[src/include/issue_params.svh]
`ifndef ISSUE_PARAMS_SVH
`define ISSUE_PARAMS_SVH

// datapath widths
`define ISSUE_INST_W    32
`define ISSUE_ADDR_W    32
`define ISSUE_ID_W      8
`define ISSUE_NUM_REGS  32
`define ISSUE_REG_W     $clog2(`ISSUE_NUM_REGS)

// register port
`define ISSUE_CSR_AW    8
`define ISSUE_CSR_DW    32

// instruction fields
`define ISSUE_OPC_MSB   31
`define ISSUE_OPC_LSB   26
`define ISSUE_GRP_MSB   31
`define ISSUE_GRP_LSB   30
`define ISSUE_RS_MSB    25
`define ISSUE_RS_LSB    21
`define ISSUE_RT_MSB    20
`define ISSUE_RT_LSB    16
`define ISSUE_RD_MSB    15
`define ISSUE_RD_LSB    11

// opcode groups, top two opcode bits
`define ISSUE_GRP_ALU   2'b00
`define ISSUE_GRP_ALUI  2'b01
`define ISSUE_GRP_MEM   2'b10
`define ISSUE_GRP_BR    2'b11

`define ISSUE_OP_NOP    6'b000000
`define ISSUE_OP_CMP    6'b001000
`define ISSUE_OP_TEST   6'b001001
`define ISSUE_OP_CMPI   6'b011000
`define ISSUE_OP_TESTI  6'b011001
`define ISSUE_OP_LW     6'b100000
`define ISSUE_OP_SW     6'b100001
`define ISSUE_OP_LA     6'b100010
`define ISSUE_OP_SA     6'b100011
`define ISSUE_OP_JR     6'b111000

`endif
[src/design/issue_pkg.sv]
`include "issue_params.svh"

package issue_pkg;

  //////////////////////////////
  // instruction path

  typedef logic [`ISSUE_REG_W-1:0] reg_idx_t;

  typedef struct packed {
    logic [`ISSUE_INST_W-1:0] inst;  // all zero means empty.
    logic [`ISSUE_ADDR_W-1:0] pc;
    logic [`ISSUE_ID_W-1:0]   id;
  } slot_t;

  typedef struct packed {
    slot_t slot0;
    slot_t slot1;
  } pair_t;

  typedef enum logic [1:0] {
    lane_any,
    lane_branch,
    lane_memory
  } lane_t;

  typedef struct packed {
    logic rs;
    logic rt;
    logic rd;
  } reg_mask_t;

  typedef enum logic [1:0] {
    mem_none,
    mem_read,
    mem_write
  } mem_op_t;

  //////////////////////////////
  // event reporting

  typedef struct packed {
    logic       load_stall;
    logic       split;
    logic       lane_conflict;
    logic [1:0] issued;  // slots sent this cycle.
  } hazard_events_t;

  typedef logic [`ISSUE_CSR_DW-1:0] counter_t;

endpackage

[src/design/dual_issue_stage.sv]
`include "issue_params.svh"

module dual_issue_stage (
  input  logic                        clk,
  input  logic                        reset,
  input  logic                        flush,
  input  issue_pkg::pair_t            fetch_pair,
  output logic                        stall,
  input  logic [`ISSUE_INST_W-1:0]    mem_inst,
  input  issue_pkg::mem_op_t          mem_op,
  output issue_pkg::pair_t            issue_pair,
  input  logic [`ISSUE_CSR_AW-1:0]    awaddr,
  input  logic                        awvalid,
  output logic                        awready,
  input  logic [`ISSUE_CSR_DW-1:0]    wdata,
  input  logic [`ISSUE_CSR_DW/8-1:0]  wstrb,
  input  logic                        wvalid,
  output logic                        wready,
  output logic [1:0]                  bresp,
  output logic                        bvalid,
  input  logic                        bready,
  input  logic [`ISSUE_CSR_AW-1:0]    araddr,
  input  logic                        arvalid,
  output logic                        arready,
  output logic [`ISSUE_CSR_DW-1:0]    rdata,
  output logic [1:0]                  rresp,
  output logic                        rvalid,
  input  logic                        rready
);

  issue_pkg::hazard_events_t events;
  logic                      single_issue;

  pair_hazard hazard0 (
    .clk, .reset, .flush, .fetch_pair, .mem_inst, .mem_op,
    .single_issue, .stall, .issue_pair, .events
  );

  issue_csr csr0 (
    .clk, .reset, .events, .single_issue,
    .awaddr, .awvalid, .awready, .wdata, .wstrb, .wvalid, .wready,
    .bresp, .bvalid, .bready,
    .araddr, .arvalid, .arready, .rdata, .rresp, .rvalid, .rready
  );

endmodule

[src/design/issue_csr.sv]
`include "issue_params.svh"

module issue_csr (
  input  logic                        clk,
  input  logic                        reset,
  input  issue_pkg::hazard_events_t   events,
  output logic                        single_issue,
  input  logic [`ISSUE_CSR_AW-1:0]    awaddr,
  input  logic                        awvalid,
  output logic                        awready,
  input  logic [`ISSUE_CSR_DW-1:0]    wdata,
  input  logic [`ISSUE_CSR_DW/8-1:0]  wstrb,
  input  logic                        wvalid,
  output logic                        wready,
  output logic [1:0]                  bresp,
  output logic                        bvalid,
  input  logic                        bready,
  input  logic [`ISSUE_CSR_AW-1:0]    araddr,
  input  logic                        arvalid,
  output logic                        arready,
  output logic [`ISSUE_CSR_DW-1:0]    rdata,
  output logic [1:0]                  rresp,
  output logic                        rvalid,
  input  logic                        rready
);

  localparam logic [`ISSUE_CSR_AW-1:0] ctrl_addr     = 'h00;
  localparam logic [`ISSUE_CSR_AW-1:0] load_addr     = 'h04;
  localparam logic [`ISSUE_CSR_AW-1:0] split_addr    = 'h08;
  localparam logic [`ISSUE_CSR_AW-1:0] conflict_addr = 'h0c;
  localparam logic [`ISSUE_CSR_AW-1:0] issued_addr   = 'h10;

  logic                       aw_full, w_full, aw_acc, w_acc, do_write, clear_cnt;
  logic [`ISSUE_CSR_AW-1:0]   aw_q, wr_addr;
  logic [`ISSUE_CSR_DW-1:0]   w_q, wr_data, rd_mux;
  logic [`ISSUE_CSR_DW/8-1:0] strb_q, wr_strb;
  issue_pkg::counter_t        load_cnt, split_cnt, conflict_cnt, issued_cnt;

  function automatic issue_pkg::counter_t sat_add(issue_pkg::counter_t value,
                                                  logic [1:0] inc);
    logic [`ISSUE_CSR_DW:0] sum;
    sum = {1'b0, value} + inc;
    return sum[`ISSUE_CSR_DW] ? '1 : sum[`ISSUE_CSR_DW-1:0];
  endfunction

  assign bresp = 2'b00;
  assign rresp = 2'b00;

  //////////////////////////////
  // write channel

  assign aw_acc    = awvalid && awready;
  assign w_acc     = wvalid && wready;
  assign do_write  = (aw_full || aw_acc) && (w_full || w_acc);
  assign wr_addr   = aw_full ? aw_q : awaddr;
  assign wr_data   = w_full ? w_q : wdata;
  assign wr_strb   = w_full ? strb_q : wstrb;
  assign clear_cnt = do_write && wr_addr == ctrl_addr && wr_strb[0] && wr_data[1];

  always_ff @(posedge clk) begin
    if (reset) begin
      awready      <= 1'b0;
      wready       <= 1'b0;
      aw_full      <= 1'b0;
      w_full       <= 1'b0;
      bvalid       <= 1'b0;
      single_issue <= 1'b0;
    end else begin
      awready <= awvalid && !awready && !aw_full && !bvalid;  // one-cycle pulse.
      wready  <= wvalid && !wready && !w_full && !bvalid;
      if (aw_acc) aw_full <= 1'b1;
      if (w_acc) w_full <= 1'b1;
      if (do_write) begin
        aw_full <= 1'b0;
        w_full  <= 1'b0;
        bvalid  <= 1'b1;
        if (wr_addr == ctrl_addr && wr_strb[0]) single_issue <= wr_data[0];
      end else if (bready) begin
        bvalid <= 1'b0;
      end
    end
  end

  always_ff @(posedge clk) begin
    if (aw_acc) aw_q <= awaddr;
    if (w_acc) begin
      w_q    <= wdata;
      strb_q <= wstrb;
    end
  end

  //////////////////////////////
  // read channel

  always_comb begin
    case (araddr)
      ctrl_addr:     rd_mux = {{(`ISSUE_CSR_DW-1){1'b0}}, single_issue};
      load_addr:     rd_mux = load_cnt;
      split_addr:    rd_mux = split_cnt;
      conflict_addr: rd_mux = conflict_cnt;
      issued_addr:   rd_mux = issued_cnt;
      default:       rd_mux = '0;
    endcase
  end

  always_ff @(posedge clk) begin
    if (reset) begin
      arready <= 1'b0;
      rvalid  <= 1'b0;
    end else begin
      arready <= arvalid && !arready && !rvalid;
      if (arvalid && arready) rvalid <= 1'b1;
      else if (rready) rvalid <= 1'b0;
    end
  end

  always_ff @(posedge clk) begin
    if (arvalid && arready) rdata <= rd_mux;
  end

  // clear wins over a same-cycle event.
  always_ff @(posedge clk) begin
    if (reset || clear_cnt) begin
      load_cnt     <= '0;
      split_cnt    <= '0;
      conflict_cnt <= '0;
      issued_cnt   <= '0;
    end else begin
      load_cnt     <= sat_add(load_cnt, {1'b0, events.load_stall});
      split_cnt    <= sat_add(split_cnt, {1'b0, events.split});
      conflict_cnt <= sat_add(conflict_cnt, {1'b0, events.lane_conflict});
      issued_cnt   <= sat_add(issued_cnt, events.issued);
    end
  end

  // no new write is taken while a response waits.
  a_write_gap: assert property (@(posedge clk) disable iff (reset)
    bvalid |-> !awready && !wready)
    else $error("write accepted while a response is pending");

endmodule

[src/design/pair_hazard.sv]
`include "issue_params.svh"

module pair_hazard (
  input  logic                      clk,
  input  logic                      reset,
  input  logic                      flush,
  input  issue_pkg::pair_t          fetch_pair,
  input  logic [`ISSUE_INST_W-1:0]  mem_inst,
  input  issue_pkg::mem_op_t        mem_op,
  input  logic                      single_issue,
  output logic                      stall,
  output issue_pkg::pair_t          issue_pair,
  output issue_pkg::hazard_events_t events
);

  issue_pkg::pair_t     replay_q;
  issue_pkg::pair_t     replay_d;
  issue_pkg::pair_t     work;
  issue_pkg::pair_t     head;
  issue_pkg::pair_t     issue_d;
  issue_pkg::reg_mask_t src0, dst0, src1;
  issue_pkg::reg_idx_t  rs0, rt0, rd0, rs1, rt1;
  issue_pkg::reg_idx_t  load_rt, dst_reg0;
  issue_pkg::lane_t     lane0, lane1;
  logic                 full0, full1;
  logic                 load_hit, dep, split, conflict, defer1, swap;
  logic                 mem_in_lane0, br_in_lane1;
  logic [`ISSUE_OPC_MSB-`ISSUE_OPC_LSB:0] out_opc1;

  assign stall = (replay_q.slot0.inst != '0) || (replay_q.slot1.inst != '0);
  assign work  = stall ? replay_q : fetch_pair;
  assign full0 = work.slot0.inst != '0;
  assign full1 = work.slot1.inst != '0;

  inst_classify cls0 (
    .inst(work.slot0.inst), .src_mask(src0), .dst_mask(dst0),
    .rs(rs0), .rt(rt0), .rd(rd0), .lane(lane0)
  );

  inst_classify cls1 (
    .inst(work.slot1.inst), .src_mask(src1), .dst_mask(),
    .rs(rs1), .rt(rt1), .rd(), .lane(lane1)
  );

  //////////////////////////////
  // hazard checks

  assign load_rt  = mem_inst[`ISSUE_RT_MSB:`ISSUE_RT_LSB];
  assign load_hit = (mem_op == issue_pkg::mem_read) &&
                    ((src0.rs && rs0 == load_rt) || (src0.rt && rt0 == load_rt) ||
                     (src1.rs && rs1 == load_rt) || (src1.rt && rt1 == load_rt));

  assign dst_reg0 = dst0.rd ? rd0 : rt0;
  assign dep      = (dst0.rd || dst0.rt) &&
                    ((src1.rs && rs1 == dst_reg0) || (src1.rt && rt1 == dst_reg0));
  assign split    = full0 && full1 && (dep || single_issue);
  assign conflict = full0 && full1 && (lane0 == lane1) && (lane0 != issue_pkg::lane_any);
  assign defer1   = split || conflict;

  //////////////////////////////
  // replay and steering

  always_comb begin
    head     = work;
    replay_d = '0;
    if (load_hit) begin
      head     = '0;  // nothing issues this cycle.
      replay_d = work;
    end else if (defer1) begin
      head.slot1     = '0;
      replay_d.slot1 = work.slot1;  // keeps its slot position.
    end
  end

  // branch to lane 0, memory op to lane 1.
  assign swap    = (lane0 == issue_pkg::lane_memory) ||
                   (lane1 == issue_pkg::lane_branch && !defer1);
  assign issue_d = swap ? {head.slot1, head.slot0} : head;

  always_comb begin
    events = '0;
    if (!flush) begin
      events.load_stall    = load_hit;
      events.split         = !load_hit && split;
      events.lane_conflict = !load_hit && !split && conflict;
      events.issued        = {1'b0, head.slot0.inst != '0} + {1'b0, head.slot1.inst != '0};
    end
  end

  always_ff @(posedge clk) begin
    if (reset || flush) begin
      replay_q   <= '0;
      issue_pair <= '0;
    end else begin
      replay_q   <= replay_d;
      issue_pair <= issue_d;
    end
  end

  //////////////////////////////
  // checks

  assign out_opc1     = issue_pair.slot1.inst[`ISSUE_OPC_MSB:`ISSUE_OPC_LSB];
  assign mem_in_lane0 = issue_pair.slot0.inst[`ISSUE_GRP_MSB:`ISSUE_GRP_LSB] == `ISSUE_GRP_MEM;
  assign br_in_lane1  = issue_pair.slot1.inst[`ISSUE_GRP_MSB:`ISSUE_GRP_LSB] == `ISSUE_GRP_BR ||
                        out_opc1 == `ISSUE_OP_CMP || out_opc1 == `ISSUE_OP_TEST ||
                        out_opc1 == `ISSUE_OP_CMPI || out_opc1 == `ISSUE_OP_TESTI;

  // a load stall brings back the same pair.
  a_load_replay: assert property (@(posedge clk) disable iff (reset)
    load_hit && !flush |=> stall && work == $past(work))
    else $error("load stall did not replay the whole pair");

  a_lane_fit: assert property (@(posedge clk) disable iff (reset)
    !(mem_in_lane0 || br_in_lane1))
    else $error("issued pair violates lane classes");

endmodule

[src/design/inst_classify.sv]
`include "issue_params.svh"

module inst_classify (
  input  logic [`ISSUE_INST_W-1:0] inst,
  output issue_pkg::reg_mask_t     src_mask,
  output issue_pkg::reg_mask_t     dst_mask,
  output issue_pkg::reg_idx_t      rs,
  output issue_pkg::reg_idx_t      rt,
  output issue_pkg::reg_idx_t      rd,
  output issue_pkg::lane_t         lane
);

  logic [`ISSUE_OPC_MSB-`ISSUE_OPC_LSB:0] opc;
  logic [1:0]                             grp;
  logic                                   is_cmp;

  assign opc = inst[`ISSUE_OPC_MSB:`ISSUE_OPC_LSB];
  assign grp = inst[`ISSUE_GRP_MSB:`ISSUE_GRP_LSB];
  assign rs  = inst[`ISSUE_RS_MSB:`ISSUE_RS_LSB];
  assign rt  = inst[`ISSUE_RT_MSB:`ISSUE_RT_LSB];
  assign rd  = inst[`ISSUE_RD_MSB:`ISSUE_RD_LSB];

  // compares feed the branch unit.
  assign is_cmp = (opc == `ISSUE_OP_CMP) || (opc == `ISSUE_OP_TEST) ||
                  (opc == `ISSUE_OP_CMPI) || (opc == `ISSUE_OP_TESTI);

  always_comb begin
    src_mask = '0;
    dst_mask = '0;
    lane     = is_cmp ? issue_pkg::lane_branch : issue_pkg::lane_any;
    case (grp)
      `ISSUE_GRP_ALU: begin
        if (opc != `ISSUE_OP_NOP) begin  // nop and empty slot use nothing.
          src_mask.rs = 1'b1;
          src_mask.rt = 1'b1;
          dst_mask.rd = 1'b1;
        end
      end
      `ISSUE_GRP_ALUI: begin
        src_mask.rs = 1'b1;
        dst_mask.rt = 1'b1;
      end
      `ISSUE_GRP_MEM: begin
        lane = issue_pkg::lane_memory;
        case (opc)
          `ISSUE_OP_LW: begin
            src_mask.rs = 1'b1;
            dst_mask.rt = 1'b1;
          end
          `ISSUE_OP_SW: begin
            src_mask.rs = 1'b1;
            src_mask.rt = 1'b1;
          end
          `ISSUE_OP_LA: dst_mask.rt = 1'b1;
          `ISSUE_OP_SA: src_mask.rt = 1'b1;
          default: ;
        endcase
      end
      default: begin
        lane        = issue_pkg::lane_branch;
        src_mask.rs = (opc == `ISSUE_OP_JR);  // other branches are immediate.
      end
    endcase
  end

endmodule

[config.mk]
export PLATFORM = sky130hd
export DESIGN_NAME = dual_issue_stage
export DESIGN_NICKNAME = d
export VERILOG_FILES = /design/src/design/issue_pkg.sv /design/src/design/dual_issue_stage.sv /design/src/design/issue_csr.sv /design/src/design/pair_hazard.sv /design/src/design/inst_classify.sv
export VERILOG_INCLUDE_DIRS = /design/src /design/src/include
export SDC_FILE = /design/constraint.sdc
export NUM_CORES = 1
export LEC_CHECK = 0
export ABC_AREA = 0
export BUFFER_PORTS_ARGS = -buffer_cell sky130_fd_sc_hd__buf_2
export CELL_PAD_IN_SITES_DETAIL_PLACEMENT = 1
export CELL_PAD_IN_SITES_GLOBAL_PLACEMENT = 1
export CORE_MARGIN = 2
export CORE_UTILIZATION = 44
export DETAILED_ROUTE_END_ITERATION = 8
export GPL_TIMING_DRIVEN = 0
export HOLD_SLACK_MARGIN = 0.12
export PLACE_DENSITY = 0.91
export SYNTH_ARGS = -nofsm -noshare
export SYNTH_HDL_FRONTEND = slang
export SYNTH_SLANG_ARGS = --single-unit
[constraint.sdc]
create_clock -name clk -period 19.2 [get_ports clk]
set_clock_uncertainty 0.05 [all_clocks]
set_input_delay 3.84 -clock clk [delete_from_list [all_inputs] [get_ports clk]]
set_output_delay 3.84 -clock clk [all_outputs]
set_load 0.1 [all_outputs]
**Word level (Yosys, flattened, before mapping)**

Index checks and enable logic that the tools add are counted.

- Add/sub/neg operators: 5
- Equality and inequality tests: 35
- Mux-type cells: 39
- Bitwise gates (word level): 1
- Reductions and logical operators: 86

Operator list:

| operator | number |
|---|---|
| 72-bit two-way mux | 5 |
| 144-bit two-way mux | 2 |
| 32-bit nonzero test | 6 |
| 32-bit case mux with 5 select lines | 1 |
| 32-bit two-way mux | 4 |
| 32-bit by 1-bit adder with 33-bit output | 3 |
| 6-bit == test, second input constant | 9 |
| 32-bit by 2-bit adder with 33-bit output | 1 |
| 1-bit logical AND | 32 |
| 5-bit == test | 6 |
| 6-bit by 4-bit == test with 1-bit output, second input constant | 4 |
| 6-bit by 5-bit == test with 1-bit output, second input constant | 4 |
| 1-bit logical OR | 19 |
| 2-bit OR reduction | 9 |
| 8-bit by 4-bit == test with 1-bit output, second input constant | 2 |
| 8-bit logical NOT | 2 |
| 1-bit two-way mux | 14 |
| 6-bit nonzero test | 2 |
| 1-bit logical NOT | 10 |
| 5-bit two-way mux | 2 |
| 2-bit by 1-bit == test with 1-bit output, second input constant | 4 |
| 8-bit by 3-bit == test with 1-bit output, second input constant | 1 |
| 8-bit by 5-bit == test with 1-bit output, second input constant | 1 |
| 8-bit two-way mux | 1 |
| 11 further kinds | 22 |

- Register bits after elaboration: 467
- Bits of input ports: 238
- Output and inout bits: 186
- Logic and storage cells: 194

**Depth between registers and ports, before layout**

Gate-level depths: netlist (run 1).

- Word-level depth: 21
- Depth in mapped cells: 33
- Mapped depth without buffers: 31

**By module**

A second synthesis (run 1) with hierarchy kept.

- Cell total of the unflattened synthesis: 1,938
- Area total of the unflattened synthesis: 19,411.1 um^2

By module, submodules not included:

| module | times used | cells each | area each (um^2) |
|---|---|---|---|
| pair_hazard | 1 | 986 | 10,346.2 |
| issue_csr | 1 | 872 | 8,454.4 |
| inst_classify | 2 | 40 | 305.3 |

**Worst setup path after synthesis (run 1)**

OpenSTA, ideal clock, no wires.

- Kind: input-to-reg
- Start point: input port fetch_pair[143] (netlist name)
- End point: register csr0.issued_cnt[19]
- Setup time: 70 ps
- Arrival: 8,782 ps
- Required time: 19,080 ps
- Path slack: 10,297 ps
- Cell stages on the path: 24
- Cells stage by stage: a31oi_2 ha_1 nand3_1 o31a_1 mux2_2 xnor2_1 nand4_1 nor4_2 o41a_1 a211oi_1 ha_1 nor2b_1 ha_1 inv_1 fa_1 nand3b_1 nor2_1 and2_1 and4_1 nand2_1 or3_1 clkbuf_1 buf_1 a21oi_1

- Longest elaborated chain between the ends: 19
- Elaborated cells on any way between the ends: 64

RTL lines:

| element | RTL line | text |
|---|---|---|
| from (decl) | dual_issue_stage.sv:7 | `input issue_pkg::pair_t fetch_pair,` |
| 144-bit two-way mux * | pair_hazard.sv:31 | `assign work = stall ? replay_q : fetch_pair;` |
| 6-bit nonzero test (no source line) | -- |  |
| 1-bit two-way mux | inst_classify.sv:33 | `` if (opc != `ISSUE_OP_NOP) begin `` |
| 1-bit two-way mux | inst_classify.sv:31 | `case (grp)` |
| 5-bit two-way mux | pair_hazard.sv:53 | `assign dst_reg0 = dst0.rd ? rd0 : rt0;` |
| 5-bit == test | pair_hazard.sv:55 | `((src1.rs && rs1 == dst_reg0) \|\| (src1.rt && rt1 == dst_reg0));` |
| 1-bit logical AND | pair_hazard.sv:55 |  |
| 1-bit logical OR | pair_hazard.sv:55 |  |
| [3 not listed] | -- |  |
| 1-bit logical OR | pair_hazard.sv:58 | `assign defer1 = split \|\| conflict;` |
| 72-bit two-way mux | pair_hazard.sv:69 | `end else if (defer1) begin` |
| 72-bit two-way mux | pair_hazard.sv:66 | `if (load_hit) begin` |
| 32-bit nonzero test | pair_hazard.sv:86 | `events.issued = {1'b0, head.slot0.inst != '0} + {1'b0, head.slot1.inst != '0};` |
| 1-bit by 1-bit adder with 2-bit output * | pair_hazard.sv:86 |  |
| 5-bit two-way mux * | pair_hazard.sv:82 | `if (!flush) begin` |
| 32-bit by 2-bit adder with 33-bit output * | issue_csr.sv:42 | `sum = {1'b0, value} + inc;` |
| 32-bit two-way mux * | issue_csr.sv:43 | `` return sum[`ISSUE_CSR_DW] ? '1 : sum[`ISSUE_CSR_DW-1:0]; `` |
| to (signal assigned) | issue_csr.sv:132 | `issued_cnt <= sat_add(issued_cnt, events.issued);` |
| to (decl) | issue_csr.sv:37 | `issue_pkg::counter_t load_cnt, split_cnt, conflict_cnt, issued_cnt;` |

Every way passes the cells marked *; elsewhere a longest branch is shown, timed or not.
A chain may end at the register's enable or synchronous reset.

**Worst setup path in the final report (run 1)**

- Start point: input port fetch_pair[143] (netlist name)
- End point: register csr0.issued_cnt[21]

Same word-level chain as after synthesis.

==> impl_metrics.ini, run 1 <==
[finish]
nFillCells = 4633
register_area_um2 = 9780
multi_input_area_um2 = 7930
area_growth_pct = 23.4
final_net_count = 2515
layout-drive-gt1-share = 0.221
finish.instance_area_um2 = 22600

[die]
die_area_um2 = 43200
start_util = 0.447
boundaryPins = 424
core_um2 = 40900
chipWidth_um = 208
row_count = 74
fp.dieH_um = 208

[outcome]
status = finished clean

[global_route]
grt_pass1_wl_um = 111000
grt_pass1_vias = 18400
grt_overflow = 0
grt_start_max_net_pins = 34
groute.usage.overall = 0.332
antenna_found_initial = 12

[synthesis]
yosysMostFrequentCell = dfxtp_1
synthSimpleGateAreaFrac = 0.147
synth_area_leaders = dfxtp_1 46%, edfxtp_1 7.1%, mux2i_1 6.8%
seq_area_frac_synth = 0.535
synth_top_family_by_area = simple AND/OR/NAND/NOR gates
netlist_instances = 1854
async_reset_ff_frac = 0
synthDominantAreaCellType = dfxtp_1
yosys_most_used_dff = dfxtp_1
yosysUniqueCellTypes = 63
yosys.area_share.adder = 0.00999
synth_compound_area_frac = 0.143
synth_commonest_cells = 424 x dfxtp_1, 249 x nor2_1, 169 x a21oi_1, 146 x o22ai_1, 124 x mux2i_1
syn_avg_cell_area_um2 = 9.86
synth_area_um2 = 18300
synth_warnings = 0
ys_seq_elements = 467
synth_mux_area_frac = 0.0704
synth.top_cell.area_share = 0.464
synth_edf_count = 43
synthXorXnorAreaFrac = 0.0628

[sta]
grt_setup_unrepaired = no
maxSlewViolCount = 0
fin_tns_setup_ps = 0
min_period_ps = 10210
fin_ws_ps = 8990
hold_viol = 0
hold_ws_ps = 382
tightest_slew_ps = 1370
fmax_mhz = 97.9
slew_headroom = 0.0706
setup_viol = 0
finalCritPeriodShare = 0.532

[worst_setup_path]
rrSetupSlack_ps = 10070
path_common_cell = ha_1
worst_ep_required_time_ps = 19660
cp_num_buf_inv = 4
cp_top_family = simple AND/OR/NAND/NOR gates
cp.arrival_ps = 10670
r2r_end = csr0.issued_cnt[21]
worstPathMaxFanout = 10
end_kind = flip-flop
cp-start-kind = input pin
crit_slowest_cell = a31oi_2
critPathLaunch = fetch_pair[143]
r2r_cells = 30
crit_type = in -> reg
cp-endpoint = csr0.issued_cnt[21]
r2r_start = hazard0.replay_q[142]
cp_num_cells = 25
slowest_delay_ps = 440

[detailed_routing]
ant_nets = 0
num_vias = 17100
drt_iter0_markers = 1128
drc = 0
routed_wl_um = 74400
wl_per_cell_um = 26.1
drt-pass1-iter-count = 7
viasPerCell = 6.00

[placed_design]
io_buffers = 356
gp_congestion = 0.988
place_hpwl_um = 53000
placed_area_um2 = 20700
place_ws_ps = 8630

[clock_tree]
hold_buffers = 0
root_buffer = clkbuf_16
htreeDepth = 2
worstSkewPairLatency_ps = 620
cts_buffers = 48
cts_tree = built
cts_buffer_depth = 3
cts_resized = 0
cts_setup_buffers = 0
cts.sinks = 467
clk_pin_slew_ps = 60

[job]
maxCapViolCount = 0

[min_path]
min_path_cells = 1
hold_class = reg -> reg
==> state kept, by name, summed over array words and instances (netlist names), 2 cells and up <==
register            flops
csr0.w_q                2
csr0.aw_q               8
hazard0.issue_pair    144
csr0.conflict_cnt      32
csr0.load_cnt          32
csr0.rdata             32
csr0.split_cnt         32
hazard0.replay_q      144
csr0.issued_cnt        32
==> worst register-to-register path: cells and delay by family, from the launching register on <==
family | cells | cell delay, ps
AND/OR/NAND/NOR | 14 | 4420
AO/OA/AOI/OAI | 5 | 1260
adder cells (fa/ha/maj) | 4 | 1250
buffers and inverters | 5 | 1060
multiplexers | 1 | 430
flip-flops | 1 | 410
XOR/XNOR | 1 | 180
==> stage by stage <==
stage / std cells / utilization
after floorplan: 1857 / -
after global placement: 2745 / 0.507
after detailed placement: 2745 / 0.507
after CTS: 2835 / 0.550
after global routing: 2840 / 0.551
final: 2845 / 0.551
==> cell families (layout without fill, tap and decap cells) <==
| family | Yosys count | after routing |
|---|---|---|
| muxes | 128 | 128 |
| DFF | 467 | 467 |
| and+or+nand+nor | 551 | 551 |
| AOI/OAI and AO/OA | 421 | 421 |
| xor gates and xnor gates | 131 | 131 |
| buffers and inverters | 141 | 587 |
| adders and majority gates | 14 | 14 |
| other | 1 | 14 |
==> per-layer routing <==
layer	vias to the layer above	track usage	routed length [um]
met5	-	0	48
met4	8	0.163	3660
met3	232	0.0899	5840
met2	786	0.585	36500
met1	8498	0.368	28300
li1	7540	-	-
==> worst min-delay path by stage <==
stage,start,end,slack [ps]
detailed placement,csr0.wready,csr0.wready,380
global route,csr0.wready,csr0.wready,400
global placement,csr0.awready,csr0.awready,370
finish,csr0.wready,csr0.wready,380
floorplan,csr0.aw_full,csr0.awready,390
CTS,csr0.awready,csr0.awready,390
==> final cells by class <==
type | count | share of cell area
well taps | 532 | 0.0295
diodes | 10 | 0.00111
multi-input cells | 1249 | 0.351
clock buffers | 63 | 0.0615
plain buffers | 110 | 0.0210
inverters | 31 | 0.00516
repair buffers | 356 | 0.0790
flip-flops and latches | 467 | 0.434
clock inverters | 27 | 0.0178
==> cells in the final DEF, fill, tap and decap left out, types with 6 or more instances in the layout <==
cell / count
dfxtp_1: 424
buf_2: 383
nor2_1: 249
a21oi_1: 169
o22ai_1: 146
mux2i_1: 124
xor2_1: 72
clkbuf_1: 69
nand2_1: 61
xnor2_1: 59
nand3_1: 57
clkbuf_16: 48
edfxtp_1: 43
nand4_1: 39
a221o_1: 31
inv_1: 30
a31oi_1: 29
nor4_1: 22
and3_1: 20
nor3_1: 17
o21ai_0: 13
ha_1: 13
clkbuf_8: 13
and2_1: 12
nand2b_1: 11
or3_1: 11
diode_2: 10
buf_1: 9
or2_2: 9
and4_1: 9
clkinv_2: 8
bufinv_16: 8
buf_4: 7
nor4b_1: 6
nor2b_1: 6
Power of run 1 is not shown: default switching activity piles up to over one toggle a cycle in this logic, so the estimate is an artifact.
==> run 2: changes to the inputs <==
--- a/config.mk
+++ b/config.mk
@@ -11,11 +11,11 @@
 export CELL_PAD_IN_SITES_DETAIL_PLACEMENT = 1
 export CELL_PAD_IN_SITES_GLOBAL_PLACEMENT = 1
 export CORE_MARGIN = 2
-export CORE_UTILIZATION = 44
+export CORE_UTILIZATION = 41
 export DETAILED_ROUTE_END_ITERATION = 8
 export GPL_TIMING_DRIVEN = 0
 export HOLD_SLACK_MARGIN = 0.12
-export PLACE_DENSITY = 0.91
+export PLACE_DENSITY = 0.86
 export SYNTH_ARGS = -nofsm -noshare
 export SYNTH_HDL_FRONTEND = slang
 export SYNTH_SLANG_ARGS = --single-unit
==> constraint.sdc (replaced) <==
create_clock -name clk -period 10.28 [get_ports clk]
set_clock_uncertainty 0.05 [all_clocks]
set_input_delay 2.056 -clock clk [delete_from_list [all_inputs] [get_ports clk]]
set_output_delay 2.056 -clock clk [all_outputs]
set_load 0.1 [all_outputs]
==> impl_metrics.ini, run 2 (synthesis gave the netlist of run 1 again) <==
[placed_design]
gp_congestion = 0.971
io_buffers = 356
place_hpwl_um = 52500

[die]
start_util = 0.414
row_count = 77
boundaryPins = 424
die_area_um2 = 46300
fp.dieH_um = 215
chipWidth_um = 215
core_um2 = 44100

[sta]
slew_headroom = 0.0346
maxSlewViolCount = 0
grt_setup_unrepaired = no
min_period_ps = 8850
tightest_slew_ps = 1430
hold_viol = 0
fin_tns_setup_ps = 0
setup_viol = 0
finalCritPeriodShare = 0.861
fmax_mhz = 113

[clock_tree]
cts_tree = built
hold_buffers = 0
cts.sinks = 467
htreeDepth = 2
worstSkewPairLatency_ps = 620
clk_pin_slew_ps = 60
root_buffer = clkbuf_16
cts_buffers = 50
cts_setup_buffers = 0
cts_buffer_depth = 3
cts_resized = 0

[global_route]
grt_pass1_wl_um = 107000
grt_pass1_vias = 17800
antenna_found_initial = 15
grt_start_max_net_pins = 34
grt_overflow = 0
groute.usage.overall = 0.299

[min_path]
hold_class = reg -> reg

[detailed_routing]
ant_nets = 0
viasPerCell = 5.75
drc = 0
num_vias = 16700
drt_iter0_markers = 1064
routed_wl_um = 70900
drt-pass1-iter-count = 5
wl_per_cell_um = 24.4

[finish]
reg_top3 = hazard0.issue_pair x144, hazard0.replay_q x144
layout-drive-gt1-share = 0.217
final_net_count = 2517
layout_common_cells = 424 x dfxtp_1, 383 x buf_2, 249 x nor2_1
layout_commonest_cell = dfxtp_1
area_growth_pct = 22.9

[worst_setup_path]
end_kind = flip-flop
path_common_cell = ha_1
cp-start-kind = flip-flop
slowest_delay_ps = 600
cp.arrival_ps = 9310
crit_type = reg -> reg
worst_ep_required_time_ps = 10750
worstPathMaxFanout = 10
crit_slowest_cell = nor4_4

[job]
maxCapViolCount = 0

[outcome]
status = finished clean
==> run 2: routing by layer <==
layer | GRT usage | vias up | routed length [um]
met3 | 0.0851 | 204 | 5490
met4 | 0.132 | 18 | 3000
met1 | 0.344 | 8230 | 27800
li1 | - | 7508 | -
met5 | 0 | - | 107
met2 | 0.519 | 710 | 34500
==> run 2: through the flow <==
step / setup slack [ps] / util / cells / hold slack [ps] / cell area, um2
2_1_floorplan: 3160 / - / 1857 / 386 / 18300
3_3_place_gp: 1680 / 0.472 / 2805 / 372 / 20800
3_5_place_dp: 1390 / 0.472 / 2805 / 384 / 20800
4_1_cts: 1560 / 0.509 / 2894 / 393 / 22400
5_1_grt: 919 / 0.509 / 2898 / 424 / 22500
6_report: 1430 / 0.509 / 2901 / 389 / 22500
==> run 2: final timing paths <==
check                        startpoint                  end  slack, ps  cells after the start
hold / removal             csr0.arready         csr0.arready        390                      1
hold reg to reg            csr0.arready         csr0.arready        390                      1
setup reg to reg  hazard0.replay_q[142]  csr0.issued_cnt[21]       1430                     30
setup / recovery  hazard0.replay_q[142]  csr0.issued_cnt[21]       1430                     30
==> run 2: critical path, delay by kind of cell, from the launching register on <==
kind | cells | cell delay (ps)
AO/OA/AOI/OAI | 5 | 1270
multiplexers | 1 | 420
XOR/XNOR | 1 | 170
adder cells (fa/ha/maj) | 4 | 1280
flip-flops | 1 | 410
buffers and inverters | 5 | 1040
AND/OR/NAND/NOR | 14 | 4110
==> run 2: cell type report <==
class	count	area (um2)
antenna	7	17.5
buffer	110	473
clock buffer	68	1410
clock inverter	21	216
fill	5099	21700
inverter	31	116
multi-input combinational	1249	7930
sequential	467	9780
tap	592	741
timing repair buffer	356	1780
Power of run 2 is left out for the same reason.
==> run 3: changes to the inputs <==
==> constraint.sdc (replaced) <==
create_clock -name clk -period 8.7 [get_ports clk]
set_clock_uncertainty 0.05 [all_clocks]
set_input_delay 0.435 -clock clk [delete_from_list [all_inputs] [get_ports clk]]
set_output_delay 0.435 -clock clk [all_outputs]
set_load 0.1 [all_outputs]
==> impl_metrics.ini, run 3 (synthesis gave the netlist of run 1 again) <==
[detailed_routing]
wl_per_cell_um = 26.0
viasPerCell = 5.86
drc = 0
drt_iter0_markers = 1335
drt-pass1-iter-count = 5
ant_nets = 0
routed_wl_um = 77800
num_vias = 17500

[sta]
fmax_mhz = 120
grt_setup_unrepaired = no
tightest_slew_ps = 1460
min_period_ps = 8340
maxSlewViolCount = 0
setup_viol = 0
slew_headroom = 0.0150
hold_viol = 0
finalCritPeriodShare = 0.959
fin_ws_ps = 355
fin_tns_setup_ps = 0

[clock_tree]
root_buffer = clkbuf_16
clk_pin_slew_ps = 70
cts.sinks = 467
cts_buffer_depth = 3
worstSkewPairLatency_ps = 620
cts_buffers = 50
cts_tree = built
htreeDepth = 2

[min_path]
hp-start = fetch_pair[5]
worstHoldEndpoint = hazard0.replay_q[5]
min_path_cells = 3
hold_class = in -> reg

[placed_design]
place_hpwl_um = 52500
gp_congestion = 0.971
place_ws_ps = 94.1
io_buffers = 356
placed_area_um2 = 20800

[die]
fp.dieH_um = 215
core_um2 = 44100
row_count = 77
chipWidth_um = 215
boundaryPins = 424
die_area_um2 = 46300
start_util = 0.414

[job]
maxCapViolCount = 1

[worst_setup_path]
end_kind = flip-flop
r2r_start = hazard0.replay_q[129]
critPathLaunch = hazard0.replay_q[129]
r2r_cells = 29
worstPathMaxFanout = 19
crit_slowest_cell = o211ai_1
slowest_delay_ps = 490
rrSetupSlack_ps = 360
r2r_end = csr0.issued_cnt[21]
path_common_cell = ha_1
cp.arrival_ps = 8810
crit_type = reg -> reg
cp-start-kind = flip-flop
worst_ep_required_time_ps = 9160

[finish]
area_growth_pct = 27.8
layout-drive-gt1-share = 0.213
reg_top3 = hazard0.issue_pair x144, hazard0.replay_q x144
postLayoutCoreUtil = 0.529
layout_commonest_cell = dfxtp_1
layout_common_cells = 424 x dfxtp_1, 383 x buf_2, 248 x nor2_1
finish.instance_area_um2 = 23400
final_net_count = 2604

[global_route]
antenna_found_initial = 10
grt_overflow = 0
grt_start_max_net_pins = 34
groute.usage.overall = 0.327
grt_pass1_vias = 19000
grt_pass1_wl_um = 116000

[outcome]
status = complete, but fails checks
violations = max-capacitance violations
==> run 3: what timing repair did <==
| item | in CTS | in global routing |
|---|---|---|
| hold buffers | 83 | 0 |
| cloned | 0 | 0 |
| hold endpoints to repair | 96 | 0 |
| setup endpoints to repair | 1 | 29 |
| gates resized for setup | 1 | 5 |
| pin swaps | 1 | 0 |
| buffers inserted | 2 | 3 |
==> run 3: per-stage QoR <==
stage               hold slack (ps)  std cells
detailed placement              384       2805
CTS                             120       2979
global placement                372       2805
global route                    153       2987
finish                          138       2989
floorplan                       386       1857
==> run 3: metal layers <==
metal  track usage  wire length, um  share of wire  vias up
li1              -                -              -     7685
met1         0.365            29300           0.38     8558
met2         0.564            37400           0.48      941
met3        0.0842             6490          0.083      323
met4         0.191             4630          0.060        6
met5             0               36        0.00046        -
==> run 3: worst max-delay path by stage <==
stage	slack, ps	to
after floorplan	2140	csr0.issued_cnt[19]
after global placement	370	csr0.issued_cnt[29]
after detailed placement	90	csr0.issued_cnt[29]
after CTS	210	csr0.issued_cnt[21]
after global routing	6	csr0.issued_cnt[21]
final	360	csr0.issued_cnt[21]
==> run 3: area by class of cell <==
cell class,instances,area (um2)
inverters,31,116
repair buffers,444,2650
clock buffers,68,1410
plain buffers,109,469
multi-input cells,1249,7960
well taps,592,741
flip-flops and latches,467,9780
clock inverters,21,216
diodes,8,20.0
fillers,5032,20800
==> run 3: critical path: cells and delay by family (launching register included) <==
family	cells	cell delay, ps
AND/OR/NAND/NOR	13	3600
AO/OA/AOI/OAI	6	1690
adder cells (fa/ha/maj)	4	1280
buffers and inverters	4	850
flip-flops	1	390
XOR/XNOR	1	220
multiplexers	1	140
Power of run 3 is left out for the same reason.
